[src/verilog/lc3b_pkg.sv]
package lc3b_pkg;

    typedef logic [15:0] lc3b_word;
    typedef logic [2:0]  lc3b_reg;
    typedef logic [2:0]  lc3b_nzp;         // {n, z, p}

    // only the opcodes this core executes, everything else is a no-op
    typedef enum logic [3:0] {
        op_add = 4'b0001,
        op_and = 4'b0101,
        op_ldr = 4'b0110,
        op_str = 4'b0111,
        op_not = 4'b1001,
        op_shf = 4'b1101
    } lc3b_opcode;

    typedef enum logic [2:0] {
        alu_pass,
        alu_add,
        alu_and,
        alu_not,
        alu_sll,
        alu_srl,
        alu_sra
    } lc3b_aluop;

    parameter lc3b_nzp CC_RESET = 3'b010;  // zero set

    parameter int IMM_FLAG_BIT  = 5;       // add/and immediate mode
    parameter int SHF_DIR_BIT   = 4;       // shf: 0 left, 1 right
    parameter int SHF_ARITH_BIT = 5;       // shf right: 1 arithmetic

endpackage : lc3b_pkg

[src/verilog/lc3b_intake.sv]
`timescale 1ns/1ps

module lc3b_intake
(
    input  logic              clk,
    input  logic              arst_n,
    input  logic              instr_req,
    input  lc3b_pkg::lc3b_word instr,
    output logic              instr_ack,
    input  logic              decode_ready,
    output logic              issue_valid,
    output lc3b_pkg::lc3b_word issue_instr
);

    typedef enum logic [1:0] {
        st_idle,
        st_acked,
        st_release
    } intake_state_t;

    intake_state_t state;

    always_ff @(posedge clk or negedge arst_n)
    begin
        if (!arst_n)
            state <= st_idle;
        else
        begin
            case (state)
                st_idle:
                    if (instr_req && decode_ready)
                        state <= st_acked;              // word taken this edge
                st_acked:
                    if (!instr_req)
                        state <= st_release;            // req seen low
                default:
                    state <= st_idle;                   // ack drops here
            endcase
        end
    end

    assign instr_ack   = (state != st_idle);
    assign issue_valid = (state == st_idle) && instr_req && decode_ready;
    assign issue_instr = instr;                         // held stable by source

    // ack may only come up in answer to a request
    ack_needs_req: assert property (@(posedge clk) disable iff (!arst_n)
        $rose(instr_ack) |-> $past(instr_req));

endmodule : lc3b_intake

[src/verilog/lc3b_decode.sv]
`timescale 1ns/1ps

module lc3b_decode
(
    input  logic                clk,
    input  logic                arst_n,
    input  logic                issue_valid,
    input  lc3b_pkg::lc3b_word  issue_instr,
    output logic                decode_ready,
    output lc3b_pkg::lc3b_reg   rd_src_a,
    output lc3b_pkg::lc3b_reg   rd_src_b,
    input  lc3b_pkg::lc3b_word  rd_data_a,
    input  lc3b_pkg::lc3b_word  rd_data_b,
    input  lc3b_pkg::lc3b_reg   ex_pending_dest,
    input  logic                ex_pending,
    input  lc3b_pkg::lc3b_reg   mem_pending_dest,
    input  logic                mem_pending,
    output logic                ex_valid,
    output lc3b_pkg::lc3b_aluop ex_aluop,
    output lc3b_pkg::lc3b_word  ex_op_a,
    output lc3b_pkg::lc3b_word  ex_op_b,
    output lc3b_pkg::lc3b_reg   ex_dest,
    output logic                ex_writes,
    output logic                ex_is_load,
    output logic                ex_is_store,
    output lc3b_pkg::lc3b_word  ex_store_data
);

    lc3b_pkg::lc3b_word   ir;
    logic                 ir_valid;
    lc3b_pkg::lc3b_opcode opcode;
    logic                 imm_mode;
    lc3b_pkg::lc3b_word   imm5_sext;
    lc3b_pkg::lc3b_word   imm4_zext;
    lc3b_pkg::lc3b_word   offset6_adj;
    logic                 uses_a;
    logic                 uses_b;
    logic                 hit_a;
    logic                 hit_b;
    logic                 stall;

    always_ff @(posedge clk or negedge arst_n)
    begin
        if (!arst_n)
            ir_valid <= 1'b0;
        else if (decode_ready)
            ir_valid <= issue_valid;
    end

    always_ff @(posedge clk)
    begin
        if (decode_ready && issue_valid)
            ir <= issue_instr;
    end

    assign opcode      = lc3b_pkg::lc3b_opcode'(ir[15:12]);
    assign imm_mode    = ir[lc3b_pkg::IMM_FLAG_BIT];
    assign imm5_sext   = {{11{ir[4]}}, ir[4:0]};
    assign imm4_zext   = {12'b0, ir[3:0]};
    assign offset6_adj = {{9{ir[5]}}, ir[5:0], 1'b0};   // word offset

    assign rd_src_a = ir[8:6];
    assign rd_src_b = (opcode == lc3b_pkg::op_str) ? ir[11:9] : ir[2:0];

    always_comb
    begin
        ex_aluop    = lc3b_pkg::alu_pass;
        ex_op_b     = rd_data_b;
        ex_writes   = 1'b0;
        ex_is_load  = 1'b0;
        ex_is_store = 1'b0;
        uses_a      = 1'b1;
        uses_b      = 1'b0;
        case (opcode)
            lc3b_pkg::op_add, lc3b_pkg::op_and:
            begin
                ex_aluop  = (opcode == lc3b_pkg::op_add) ? lc3b_pkg::alu_add
                                                         : lc3b_pkg::alu_and;
                ex_op_b   = imm_mode ? imm5_sext : rd_data_b;
                ex_writes = 1'b1;
                uses_b    = !imm_mode;
            end
            lc3b_pkg::op_not:
            begin
                ex_aluop  = lc3b_pkg::alu_not;
                ex_writes = 1'b1;
            end
            lc3b_pkg::op_shf:
            begin
                if (!ir[lc3b_pkg::SHF_DIR_BIT])
                    ex_aluop = lc3b_pkg::alu_sll;
                else if (ir[lc3b_pkg::SHF_ARITH_BIT])
                    ex_aluop = lc3b_pkg::alu_sra;
                else
                    ex_aluop = lc3b_pkg::alu_srl;
                ex_op_b   = imm4_zext;
                ex_writes = 1'b1;
            end
            lc3b_pkg::op_ldr:
            begin
                ex_aluop   = lc3b_pkg::alu_add;           // base + offset
                ex_op_b    = offset6_adj;
                ex_writes  = 1'b1;
                ex_is_load = 1'b1;
            end
            lc3b_pkg::op_str:
            begin
                ex_aluop    = lc3b_pkg::alu_add;
                ex_op_b     = offset6_adj;
                ex_is_store = 1'b1;
                uses_b      = 1'b1;                       // store data via port b
            end
            default:
                uses_a = 1'b0;                            // no-op, reads nothing
        endcase
    end

    assign ex_op_a       = rd_data_a;
    assign ex_dest       = ir[11:9];
    assign ex_store_data = rd_data_b;

    // writeback stage is covered by regfile write-through
    assign hit_a = (ex_pending && ex_pending_dest == rd_src_a) ||
                   (mem_pending && mem_pending_dest == rd_src_a);
    assign hit_b = (ex_pending && ex_pending_dest == rd_src_b) ||
                   (mem_pending && mem_pending_dest == rd_src_b);

    assign stall        = ir_valid && ((uses_a && hit_a) || (uses_b && hit_b));
    assign decode_ready = !stall;
    assign ex_valid     = ir_valid && !stall;         // bubble while stalled

    // a stall clears within two cycles
    stall_bounded: assert property (@(posedge clk) disable iff (!arst_n)
        stall |-> ##[1:2] ex_valid);

endmodule : lc3b_decode

[src/verilog/lc3b_regfile.sv]
`timescale 1ns/1ps

module lc3b_regfile
(
    input  logic               clk,
    input  logic               arst_n,
    input  lc3b_pkg::lc3b_reg  rd_src_a,
    input  lc3b_pkg::lc3b_reg  rd_src_b,
    output lc3b_pkg::lc3b_word rd_data_a,
    output lc3b_pkg::lc3b_word rd_data_b,
    input  logic               wr_en,
    input  lc3b_pkg::lc3b_reg  wr_dest,
    input  lc3b_pkg::lc3b_word wr_data
);

    lc3b_pkg::lc3b_word regs [8];

    always_ff @(posedge clk or negedge arst_n)
    begin
        if (!arst_n)
        begin
            for (int i = 0; i < 8; i++)
                regs[i] <= '0;
        end
        else if (wr_en)
            regs[wr_dest] <= wr_data;
    end

    // write-through so decode sees the value being written back
    assign rd_data_a = (wr_en && wr_dest == rd_src_a) ? wr_data : regs[rd_src_a];
    assign rd_data_b = (wr_en && wr_dest == rd_src_b) ? wr_data : regs[rd_src_b];

endmodule : lc3b_regfile

[src/verilog/lc3b_execute.sv]
`timescale 1ns/1ps

module lc3b_execute
(
    input  logic                clk,
    input  logic                arst_n,
    input  logic                ex_valid,
    input  lc3b_pkg::lc3b_aluop ex_aluop,
    input  lc3b_pkg::lc3b_word  ex_op_a,
    input  lc3b_pkg::lc3b_word  ex_op_b,
    input  lc3b_pkg::lc3b_reg   ex_dest,
    input  logic                ex_writes,
    input  logic                ex_is_load,
    input  logic                ex_is_store,
    input  lc3b_pkg::lc3b_word  ex_store_data,
    output logic                mem_valid,
    output lc3b_pkg::lc3b_word  mem_result,
    output lc3b_pkg::lc3b_reg   mem_dest,
    output logic                mem_writes,
    output logic                mem_is_load,
    output logic                mem_is_store,
    output lc3b_pkg::lc3b_word  mem_store_data
);

    logic                valid_q;
    logic                writes_q;
    logic                is_load_q;
    logic                is_store_q;
    lc3b_pkg::lc3b_aluop aluop_q;
    lc3b_pkg::lc3b_word  op_a_q;
    lc3b_pkg::lc3b_word  op_b_q;
    lc3b_pkg::lc3b_reg   dest_q;
    lc3b_pkg::lc3b_word  store_data_q;

    always_ff @(posedge clk or negedge arst_n)
    begin
        if (!arst_n)
        begin
            valid_q    <= 1'b0;
            writes_q   <= 1'b0;
            is_load_q  <= 1'b0;
            is_store_q <= 1'b0;
        end
        else
        begin
            valid_q    <= ex_valid;
            writes_q   <= ex_writes;
            is_load_q  <= ex_is_load;
            is_store_q <= ex_is_store;
        end
    end

    always_ff @(posedge clk)
    begin
        aluop_q      <= ex_aluop;
        op_a_q       <= ex_op_a;
        op_b_q       <= ex_op_b;
        dest_q       <= ex_dest;
        store_data_q <= ex_store_data;
    end

    always_comb
    begin
        case (aluop_q)
            lc3b_pkg::alu_add:  mem_result = op_a_q + op_b_q;
            lc3b_pkg::alu_and:  mem_result = op_a_q & op_b_q;
            lc3b_pkg::alu_not:  mem_result = ~op_a_q;
            lc3b_pkg::alu_sll:  mem_result = op_a_q << op_b_q[3:0];
            lc3b_pkg::alu_srl:  mem_result = op_a_q >> op_b_q[3:0];
            lc3b_pkg::alu_sra:  mem_result = $signed(op_a_q) >>> op_b_q[3:0];
            lc3b_pkg::alu_pass: mem_result = op_a_q;
            default:            mem_result = op_a_q;
        endcase
    end

    assign mem_valid      = valid_q;
    assign mem_dest       = dest_q;
    assign mem_writes     = valid_q && writes_q;   // also a pending write for decode
    assign mem_is_load    = is_load_q;
    assign mem_is_store   = is_store_q;
    assign mem_store_data = store_data_q;

endmodule : lc3b_execute

[src/verilog/lc3b_memory.sv]
`timescale 1ns/1ps

module lc3b_memory
#(
    parameter int DMEM_ADDR_BITS = 6
)
(
    input  logic               clk,
    input  logic               arst_n,
    input  logic               mem_valid,
    input  lc3b_pkg::lc3b_word mem_result,
    input  lc3b_pkg::lc3b_reg  mem_dest,
    input  logic               mem_writes,
    input  logic               mem_is_load,
    input  logic               mem_is_store,
    input  lc3b_pkg::lc3b_word mem_store_data,
    output logic               wb_in_valid,
    output lc3b_pkg::lc3b_word wb_in_data,
    output lc3b_pkg::lc3b_reg  wb_in_dest,
    output logic               wb_in_writes
);

    logic                      valid_q;
    logic                      writes_q;
    logic                      is_load_q;
    logic                      is_store_q;
    lc3b_pkg::lc3b_word        result_q;
    lc3b_pkg::lc3b_reg         dest_q;
    lc3b_pkg::lc3b_word        store_data_q;
    lc3b_pkg::lc3b_word        dmem [2**DMEM_ADDR_BITS];
    logic [DMEM_ADDR_BITS-1:0] addr;

    always_ff @(posedge clk or negedge arst_n)
    begin
        if (!arst_n)
        begin
            valid_q    <= 1'b0;
            writes_q   <= 1'b0;
            is_load_q  <= 1'b0;
            is_store_q <= 1'b0;
        end
        else
        begin
            valid_q    <= mem_valid;
            writes_q   <= mem_writes;
            is_load_q  <= mem_is_load;
            is_store_q <= mem_is_store;
        end
    end

    always_ff @(posedge clk)
    begin
        result_q     <= mem_result;
        dest_q       <= mem_dest;
        store_data_q <= mem_store_data;
    end

    assign addr = result_q[DMEM_ADDR_BITS:1];          // word address

    always_ff @(posedge clk)
    begin
        if (valid_q && is_store_q)
            dmem[addr] <= store_data_q;                 // end of memory stage
    end

    assign wb_in_valid  = valid_q;
    assign wb_in_data   = is_load_q ? dmem[addr] : result_q;
    assign wb_in_dest   = dest_q;
    assign wb_in_writes = valid_q && writes_q;

    // decode never marks one instruction as both load and store
    one_mem_access: assert property (@(posedge clk) disable iff (!arst_n)
        valid_q |-> !(is_load_q && is_store_q));

endmodule : lc3b_memory

[src/verilog/lc3b_writeback.sv]
`timescale 1ns/1ps

module lc3b_writeback
(
    input  logic               clk,
    input  logic               arst_n,
    input  logic               wb_in_valid,
    input  lc3b_pkg::lc3b_word wb_in_data,
    input  lc3b_pkg::lc3b_reg  wb_in_dest,
    input  logic               wb_in_writes,
    output logic               wr_en,
    output lc3b_pkg::lc3b_reg  wr_dest,
    output lc3b_pkg::lc3b_word wr_data,
    output logic               wb_valid,
    output lc3b_pkg::lc3b_reg  wb_dest,
    output lc3b_pkg::lc3b_word wb_data,
    output lc3b_pkg::lc3b_nzp  cc
);

    lc3b_pkg::lc3b_nzp nzp_next;
    logic              take;

    assign take = wb_in_valid && wb_in_writes;

    always_comb
    begin
        if (wb_in_data[15])
            nzp_next = 3'b100;
        else if (wb_in_data == '0)
            nzp_next = 3'b010;
        else
            nzp_next = 3'b001;
    end

    always_ff @(posedge clk or negedge arst_n)
    begin
        if (!arst_n)
        begin
            wb_valid <= 1'b0;
            cc       <= lc3b_pkg::CC_RESET;
        end
        else
        begin
            wb_valid <= take;                           // one cycle per write
            if (take)
                cc <= nzp_next;
        end
    end

    always_ff @(posedge clk)
    begin
        if (take)
        begin
            wb_dest <= wb_in_dest;
            wb_data <= wb_in_data;
        end
    end

    assign wr_en   = wb_valid;
    assign wr_dest = wb_dest;
    assign wr_data = wb_data;

endmodule : lc3b_writeback

[src/verilog/lc3b_pipeline.sv]
`timescale 1ns/1ps

module lc3b_pipeline
#(
    parameter int DMEM_ADDR_BITS = 6
)
(
    input  logic               clk,
    input  logic               arst_n,
    input  logic               instr_req,
    input  lc3b_pkg::lc3b_word instr,
    output logic               instr_ack,
    output logic               wb_valid,
    output lc3b_pkg::lc3b_reg  wb_dest,
    output lc3b_pkg::lc3b_word wb_data,
    output lc3b_pkg::lc3b_nzp  cc
);

    logic                issue_valid;
    lc3b_pkg::lc3b_word  issue_instr;
    logic                decode_ready;

    lc3b_pkg::lc3b_reg   rd_src_a;
    lc3b_pkg::lc3b_reg   rd_src_b;
    lc3b_pkg::lc3b_word  rd_data_a;
    lc3b_pkg::lc3b_word  rd_data_b;

    logic                ex_valid;
    lc3b_pkg::lc3b_aluop ex_aluop;
    lc3b_pkg::lc3b_word  ex_op_a;
    lc3b_pkg::lc3b_word  ex_op_b;
    lc3b_pkg::lc3b_reg   ex_dest;
    logic                ex_writes;
    logic                ex_is_load;
    logic                ex_is_store;
    lc3b_pkg::lc3b_word  ex_store_data;

    logic                mem_valid;
    lc3b_pkg::lc3b_word  mem_result;
    lc3b_pkg::lc3b_reg   mem_dest;
    logic                mem_writes;
    logic                mem_is_load;
    logic                mem_is_store;
    lc3b_pkg::lc3b_word  mem_store_data;

    logic                wb_in_valid;
    lc3b_pkg::lc3b_word  wb_in_data;
    lc3b_pkg::lc3b_reg   wb_in_dest;
    logic                wb_in_writes;

    logic                wr_en;
    lc3b_pkg::lc3b_reg   wr_dest;
    lc3b_pkg::lc3b_word  wr_data;

    lc3b_intake intake0
    (
        .clk(clk), .arst_n(arst_n),
        .instr_req(instr_req), .instr(instr), .instr_ack(instr_ack),
        .decode_ready(decode_ready),
        .issue_valid(issue_valid), .issue_instr(issue_instr)
    );

    // scoreboard watches the execute and memory stage registers
    lc3b_decode decode0
    (
        .clk(clk), .arst_n(arst_n),
        .issue_valid(issue_valid), .issue_instr(issue_instr),
        .decode_ready(decode_ready),
        .rd_src_a(rd_src_a), .rd_src_b(rd_src_b),
        .rd_data_a(rd_data_a), .rd_data_b(rd_data_b),
        .ex_pending_dest(mem_dest), .ex_pending(mem_writes),
        .mem_pending_dest(wb_in_dest), .mem_pending(wb_in_writes),
        .ex_valid(ex_valid), .ex_aluop(ex_aluop),
        .ex_op_a(ex_op_a), .ex_op_b(ex_op_b),
        .ex_dest(ex_dest), .ex_writes(ex_writes),
        .ex_is_load(ex_is_load), .ex_is_store(ex_is_store),
        .ex_store_data(ex_store_data)
    );

    lc3b_regfile regfile0
    (
        .clk(clk), .arst_n(arst_n),
        .rd_src_a(rd_src_a), .rd_src_b(rd_src_b),
        .rd_data_a(rd_data_a), .rd_data_b(rd_data_b),
        .wr_en(wr_en), .wr_dest(wr_dest), .wr_data(wr_data)
    );

    lc3b_execute execute0
    (
        .clk(clk), .arst_n(arst_n),
        .ex_valid(ex_valid), .ex_aluop(ex_aluop),
        .ex_op_a(ex_op_a), .ex_op_b(ex_op_b),
        .ex_dest(ex_dest), .ex_writes(ex_writes),
        .ex_is_load(ex_is_load), .ex_is_store(ex_is_store),
        .ex_store_data(ex_store_data),
        .mem_valid(mem_valid), .mem_result(mem_result),
        .mem_dest(mem_dest), .mem_writes(mem_writes),
        .mem_is_load(mem_is_load), .mem_is_store(mem_is_store),
        .mem_store_data(mem_store_data)
    );

    lc3b_memory #(.DMEM_ADDR_BITS(DMEM_ADDR_BITS)) memory0
    (
        .clk(clk), .arst_n(arst_n),
        .mem_valid(mem_valid), .mem_result(mem_result),
        .mem_dest(mem_dest), .mem_writes(mem_writes),
        .mem_is_load(mem_is_load), .mem_is_store(mem_is_store),
        .mem_store_data(mem_store_data),
        .wb_in_valid(wb_in_valid), .wb_in_data(wb_in_data),
        .wb_in_dest(wb_in_dest), .wb_in_writes(wb_in_writes)
    );

    lc3b_writeback writeback0
    (
        .clk(clk), .arst_n(arst_n),
        .wb_in_valid(wb_in_valid), .wb_in_data(wb_in_data),
        .wb_in_dest(wb_in_dest), .wb_in_writes(wb_in_writes),
        .wr_en(wr_en), .wr_dest(wr_dest), .wr_data(wr_data),
        .wb_valid(wb_valid), .wb_dest(wb_dest), .wb_data(wb_data),
        .cc(cc)
    );

endmodule : lc3b_pipeline

[config.mk]
export PLATFORM = sky130hd
export DESIGN_NAME = lc3b_pipeline
export DESIGN_NICKNAME = d
export VERILOG_FILES = /design/src/verilog/lc3b_pkg.sv /design/src/verilog/lc3b_intake.sv /design/src/verilog/lc3b_decode.sv /design/src/verilog/lc3b_regfile.sv /design/src/verilog/lc3b_execute.sv /design/src/verilog/lc3b_memory.sv /design/src/verilog/lc3b_writeback.sv /design/src/verilog/lc3b_pipeline.sv
export SDC_FILE = /design/constraint.sdc
export NUM_CORES = 1
export LEC_CHECK = 0
export ABC_CLOCK_PERIOD_IN_PS = 5300
export BUFFER_PORTS_ARGS = -buffer_cell sky130_fd_sc_hd__buf_2
export CORE_ASPECT_RATIO = 1.5
export CORE_MARGIN = 1.5
export CORE_UTILIZATION = 40
export CTS_CLUSTER_SIZE = 30
export DETAILED_ROUTE_END_ITERATION = 10
export PLACE_DENSITY = 0.54
export SYNTH_ARGS = -nofsm -noshare
export SYNTH_HDL_FRONTEND = slang
export SYNTH_SLANG_ARGS = --single-unit
[constraint.sdc]
create_clock -name clk -period 5.3 [get_ports clk]
set_clock_uncertainty 0.1 [all_clocks]
set_input_delay 0.795 -clock clk [delete_from_list [all_inputs] [get_ports clk]]
set_output_delay 0.795 -clock clk [all_outputs]
set_load 0.02 [all_outputs]
# Yosys cells after proc, flatten, opt, wreduce, memory -nomap -nowiden
# Memory sizes are Yosys's and may differ from the RTL's. A register that Yosys moved wholly into a read port is not among the register bits.
# Index checks and enable logic that the tools add are counted.
[word_totals]
register_bits = 267
mem_bits_rw = 1024
inputBits = 19
out_inout_bits = 24
elab_cells = 130
mem_count = 1
[memory_table]
columns = ["name", "words", "word_bits", "rd", "rd_ports_with_merged_regs", "wr", "line_no", "source"]
rows = [
  ["memory0.dmem", 64, 16, 1, 1, 1, "lc3b_memory.sv:30", "lc3b_pkg::lc3b_word dmem [2**DMEM_ADDR_BITS];"],
]
[classes]
n_addsub = 1
magnitude_cmp = 4
eq_ne = 21
shift = 3
muxes = 32
n_bitwise = 5
n_reduce_logical = 32
[op_table]
columns = ["cell", "count"]
rows = [
  ["16-bit two-way mux", 9],
  ["128-bit bitwise mux", 1],
  ["16-bit binary-select mux with 3-bit select", 2],
  ["16-bit case mux with 6 select lines", 1],
  ["16-bit demux with 3-bit select", 1],
  ["16-bit case mux with 3 select lines", 1],
  ["1-bit logical AND", 19],
  ["3-bit == test", 6],
  ["16-bit adder", 1],
  ["16-bit AND", 1],
  ["16-bit zero test", 1],
  ["16-bit NOT", 1],
  ["16-bit by 4-bit << shifter with 16-bit output", 1],
  ["16-bit by 4-bit right shift with 16-bit output", 1],
  ["16-bit by 4-bit >>> shifter with 16-bit output", 1],
  ["4-bit by 3-bit == test with 1-bit output (second input constant)", 3],
  ["4-bit >= comparator (second input constant)", 3],
  ["3-bit NOT with 4-bit output", 3],
  ["3-bit case mux with 4 select lines", 1],
  ["2-bit two-way mux", 5],
  ["3-bit == test (second input constant)", 3],
  ["3-bit two-way mux", 3],
  ["4-bit == test (second input constant)", 2],
  ["3-bit by 2-bit == test with 1-bit output (second input constant)", 2],
  ["17 further kinds", 26],
]

# Depth between registers and ports, before layout
[logic_depth]
ltp_word = 12
depth_mapped = 14
mapped_depth_nobuf = 10

# By module
# Synthesis repeated with hierarchy kept, for this count alone.
[hier_totals]
cells_unflattened = 3371
hier_area_um2 = 55040.3
[by_module_without_submodules]
columns = ["mod", "instances", "cells_each", "area_per_inst_um2", "seq_area_each_um2"]
rows = [
  ["lc3b_memory", 1, 2213, 40751.6, 31550.3],
  ["lc3b_regfile", 1, 452, 7508.5, 3203.1],
  ["lc3b_execute", 1, 480, 4200.3, 1181.1],
  ["lc3b_decode", 1, 147, 1457.6, 505.5],
  ["lc3b_writeback", 1, 56, 914.6, 671.9],
  ["lc3b_intake", 1, 23, 207.7, 50.0],
]

# Worst setup path before layout
# No wires, ideal clock.
[synth_timing]
path_kind = "register to register"
start = "register decode0.ir[15]"
end = "register decode0.ir[0] (enable)"
setup_time_ns = 0.409
t_arrival_ns = 3.317
required_ns = 4.791
setup_slack_ns = 1.474
stages_incl_launch_ff = 10
n_path_buf = 2
period_less_slack_ns = 3.826
path_cell_list = "edfxtp_1 > clkbuf_1 > nand4b_1 > mux2i_1 > buf_2 > xnor2_1 > nor4_1 > o22ai_1 > a21boi_0 > nor3_1"
[synth_between]
elab_chain_len = 11
word_cells_on_any_way = 23
classes_between = "eq/ne: 8; mux: 3; reduce/logical: 12"
[synth_rtl]
columns = ["element", "line_no", "source"]
rows = [
  ["start: declaration", "lc3b_decode.sv:29", "lc3b_pkg::lc3b_word ir;"],
  ["start signal: assignment", "lc3b_decode.sv:53", "ir <= issue_instr;"],
  ["4-bit by 3-bit == test with 1-bit output", "lc3b_decode.sv:63, lc3b_decode.sv:74", ""],
  ["3-bit two-way mux", "lc3b_decode.sv:63", "assign rd_src_b = (opcode == lc3b_pkg::op_str) ? ir[11:9] : ir[2:0];"],
  ["3-bit == test, on equally long branches", "lc3b_decode.sv:125, lc3b_decode.sv:126", ""],
  ["1-bit logical AND, on equally long branches", "lc3b_decode.sv:125, lc3b_decode.sv:126", ""],
  ["1-bit logical OR", "lc3b_decode.sv:125", "assign hit_b = (ex_pending && ex_pending_dest == rd_src_b) ||"],
  ["1-bit logical AND", "lc3b_decode.sv:128", "assign stall = ir_valid && ((uses_a && hit_a) || (uses_b && hit_b));"],
  ["1-bit logical OR *", "lc3b_decode.sv:128", ""],
  ["1-bit logical AND *", "lc3b_decode.sv:128", ""],
  ["1-bit zero test *", "lc3b_decode.sv:129", "assign decode_ready = !stall;"],
  ["1-bit logical AND *", "lc3b_intake.sv:43", "assign issue_valid = (state == st_idle) && instr_req && decode_ready;"],
  ["named net decode0.issue_valid", "lc3b_decode.sv:7", "input logic issue_valid,"],
  ["1-bit logical AND *", "lc3b_decode.sv:52", "if (decode_ready && issue_valid)"],
]
# The timed path passes the listed nets; every way through them passes the cells marked *.
# A chain may end at the register's enable or synchronous reset.

# Worst setup path after layout
[layout_timing]
start = "register memory0.result_q[3]"
end = "register writeback0.cc[0]"
[layout_between]
elab_chain_len = 4
[layout_rtl]
columns = ["element", "line_no", "source"]
rows = [
  ["start: declaration", "lc3b_memory.sv:27", "lc3b_pkg::lc3b_word result_q;"],
  ["start signal: assignment", "lc3b_memory.sv:53", "result_q <= mem_result;"],
  ["16-bit two-way mux", "lc3b_memory.sv:67", "assign wb_in_data = is_load_q ? dmem[addr] : result_q;"],
  ["16-bit zero test", "lc3b_writeback.sv:29", "else if (wb_in_data == '0)"],
  ["2-bit two-way mux", "lc3b_writeback.sv:29", ""],
  ["3-bit two-way mux", "lc3b_writeback.sv:27", "if (wb_in_data[15])"],
  ["end signal: assignment", "lc3b_writeback.sv:40", "cc <= lc3b_pkg::CC_RESET;"],
  ["end signal: assignment", "lc3b_writeback.sv:46", "cc <= nzp_next;"],
  ["end: declaration", "lc3b_writeback.sv:17", "output lc3b_pkg::lc3b_nzp cc"],
]
# Every way passes these cells.

==> impl_metrics.py <==
metrics = {
    "clocking": {
        "cts_tree": "built",
        "htree_num_levels": 3,
        "hold_buffers": 0,
        "clockBufferDepth": 3,
        "cts_buffers": 118,
        "path_clk_slew_ps": 70,
        "clock_sinks": 1291,
        "cts-root-buf": "clkbuf_16",
        "post_cts_buffers": 0,
        "clk_latency_ps": 770,
        "post_cts_resized": 0,
    },
    "worst_setup_path": {
        "worstPathCellList": "buf_12 > buf_4 > mux4_2 > mux2i_1 > o22ai_1 > nor3_1 > buf_4 > a41oi_1 > nor4_1 > nor4bb_1 > a21oi_1",
        "r2r-start": "memory0.result_q[3]",
        "slowest_delay_ps": 940,
        "crit_cells": 11,
        "path_max_fanout": 52,
        "r2r_slack_ps": 530,
        "r2r_end": "writeback0.cc[0]",
        "cp.required_ps": 5810,
        "end_kind": "flip-flop",
        "crit_family": "simple AND/OR/NAND/NOR gates",
        "crit_type": "flip-flop to flip-flop",
        "cp_common_cell": "buf_4",
        "startpoint_type": "flip-flop",
        "rr_worst_depth": 11,
        "crit_buf_inv": 3,
        "cp-endpoint": "writeback0.cc[0]",
        "crit_start": "memory0.result_q[3]",
        "arrival_ps": 5280,
        "crit_path_top_delay_cell": "dfxtp_4",
    },
    "sta": {
        "rsz0062_at_grt": "no",
        "drv_slew": 0,
        "fmax_mhz": 209.7,
        "min_period_over_period": 0.8998,
        "worstMarginPinSlew_ps": 1323,
        "hold_violations": 0,
        "fin_setup_tns_ps": 0,
        "finalCriticalPeriod_ps": 4769,
        "slew_headroom": 0.1086,
        "final-setup-viol-count": 0,
    },
    "cells_and_area": {
        "layout-drive-gt1-share": 0.2553,
        "syn_to_final_growth_pct": 12.86,
        "final_nets": 3374,
    },
    "logic_synthesis": {
        "yosysTopAreaCell": "edfxtp_1",
        "seq_area_frac_synth": 0.6939,
        "syn_area_mm2": 0.05356,
        "synth_nets": 3254,
        "synth_edf_count": 1059,
        "synth.top_cell.area_share": 0.5937,
        "synth_area_leaders": "edfxtp_1, mux4_2, dfrtp_1",
        "ys_ff_latch": 1291,
        "syn_avg_cell_area_um2": 16.65,
        "synth_warnings": 0,
        "ys_types": 84,
        "synthArstFlopShare": 0.1108,
        "synth_top_flop_cell": "edfxtp_1",
        "synthCells": 3217,
    },
    "floorplan": {
        "die_y_um": 451.2,
        "fp.coreArea_mm2": 0.1330,
        "rows": 164,
        "dieArea_mm2": 0.1361,
        "initial_core_util": 0.4028,
        "pin_count": 43,
        "die_x_um": 301.8,
    },
    "global_route": {
        "grt_pass1_wl_mm": 244.9,
        "antenna_found_initial": 10,
        "grt_max_degree": 101,
        "grt_usage": 0.2550,
        "grt_pass1_vias": 31960,
        "grt_overflow": 0,
    },
    "pwr": {
        "total_power_mw": 22.57,
        "combinationalPowerShare": 0.108,
        "swShare": 0.2508,
        "p_sw_mw": 5.661,
        "pwr_density_cell_mw_per_mm2": 373.4,
        "p_leak_nw": 20.94,
        "power_frac_seq": 0.504,
        "clockPowerShare": 0.388,
        "peakVddDrop_uv": 361.7,
        "p_int_mw": 16.91,
    },
    "drt": {
        "routed_wl_mm": 173.5,
        "drt.antenna.violating_nets": 0,
        "routed_via_density": 6.046,
        "wl_per_cell_um": 33.45,
        "vias": 31350,
        "drtPass1Iterations": 6,
        "drc": 0,
        "drt_iter0_markers": 3468,
    },
    "placed_design": {
        "gp_congestion": 0.9197,
        "dp_hpwl_mm": 113.8,
        "port_buffers": 42,
    },
    "min_path": {
        "hp-class": "primary input to asynchronous set/reset pin",
    },
    "run_status": {
        "status": "complete, no violations",
    },
    "job": {
        "maxCapViolCount": 0,
    },
}
cells in the mapped netlist (all sizes together), types with 8 or more instances:
cell type  count
clkbuf       111
a221o         16
nand3         13
nor3          24
nor2         185
o21a          19
o221ai         8
mux2         213
mux2i        140
inv           30
nand2        123
o22ai         38
buf          117
a31oi         17
dfrtp        142
nand3b        14
or3            9
nand2b        19
a21oi         99
o32a          10
o22a          12
a22oi         68
a211oi        29
ha            17
dfxtp         89
o2bb2ai        8
nor4           9
o211ai        11
edfxtp      1059
a22o          23
xnor2         18
o21ai         94
and2           9
xor2          10
nor2b         15
mux4         193
a221oi        77
and3          10
worst register-to-register path, cell delays in order, from the launching register on:
cell	delay, ps
dfxtp_4	940
buf_12	390
buf_4	310
mux4_2	310
mux2i_1	310
o22ai_1	220
nor3_1	690
buf_4	240
a41oi_1	160
nor4_1	310
nor4bb_1	530
a21oi_1	170
layout make-up:
type / instances / area [um^2]
timing repair buffer: 228 / 1713
sequential: 1291 / 37200
clock buffer: 151 / 3176
multi-input combinational: 1667 / 15280
fill: 11500 / 72520
inverter: 31 / 116.4
clock inverter: 71 / 769.5
tap: 1743 / 2181
antenna: 4 / 10.01
how the worst min path moves through the flow:
stage                                      from                       end  slack (ps)  cells after the start
detailed placement  execute0.mem_store_data[15]  memory0.store_data_q[15]         210                      0
floorplan            execute0.mem_store_data[0]   memory0.store_data_q[0]         210                      0
CTS                                      arst_n         regfile0.regs[80]          60                      1
finish                                   arst_n         regfile0.regs[14]          70                      1
global placement    execute0.mem_store_data[10]  memory0.store_data_q[10]         210                      0
global route                           instr[6]             decode0.ir[6]         100                      1
metrics by stage:
| step | setup slack [ps] | util | instance area (um^2) | std cells | hold slack (ps) |
|---|---|---|---|---|---|
| floorplan | 1474 | - | 53560 | 3217 | 209.6 |
| global placement | 477.6 | 0.4249 | 56490 | 4960 | 209.5 |
| detailed placement | 553.6 | 0.4249 | 56490 | 4960 | 211.8 |
| CTS | 576.3 | 0.4545 | 60440 | 5182 | 58.11 |
| global route | 445.8 | 0.4546 | 60440 | 5183 | 101.8 |
| finish | 530.9 | 0.4546 | 60450 | 5186 | 71.39 |
layout by cell type, fill, tap and decap left out, drive strengths merged, types with 18 or more instances in the layout:
cell	Yosys	layout
mux2	213	213
clkinv	1	44
nand2	123	123
mux2i	140	140
a211oi	29	29
dfxtp	89	89
clkbuf	111	151
nand2b	19	19
inv	30	35
a21oi	99	99
buf	117	228
nor3	24	24
o21a	19	19
a22o	23	23
nor2	185	185
dfrtp	142	142
edfxtp	1059	1059
xnor2	18	18
a221oi	77	77
mux4	193	193
a22oi	68	68
o21ai	94	94
o22ai	38	38
cells by family after synthesis:
logic type               synth area share
buffers and inverters             0.02310
multiplexers                       0.1522
AND/OR/NAND/NOR                   0.04217
flip-flops                         0.6939
XOR/XNOR                         0.004579
AO/OA/AOI/OAI                     0.07971
adder cells (fa/ha/maj)          0.004345
power groups by stage:
| stage | sequential, mW | combinational, mW | clock, mW |
|---|---|---|---|
| finish | 11.4 | 2.44 | 8.76 |
| global route | 11.4 | 2.53 | 9.25 |
| CTS | 11.4 | 2.44 | 8.88 |
| detailed placement | 11.6 | 2.43 | 0 |
| global placement | 11.6 | 2.41 | 0 |
| floorplan | 11.5 | 1.45 | 0 |
registers in the layout, summed over array words and instances, names as in the netlist, 2 cells and up:
name,count
intake0.state,2
memory0.wb_in_dest,3
writeback0.cc,3
writeback0.wb_data,16
decode0.ir,16
memory0.result_q,16
execute0.aluop_q,3
execute0.op_b_q,16
execute0.mem_store_data,16
memory0.store_data_q,16
execute0.mem_dest,3
writeback0.wb_dest,3
regfile0.regs,128
memory0.dmem,1024
execute0.op_a_q,16
per-layer routing:
metal / part of all wire / global-route usage
met1: 0.36 / 0.2969
met3: 0.061 / 0.03978
met4: 0.063 / 0.1419
met2: 0.52 / 0.4461
met5: 0 / 0
Power figures use the tool's default switching activity.
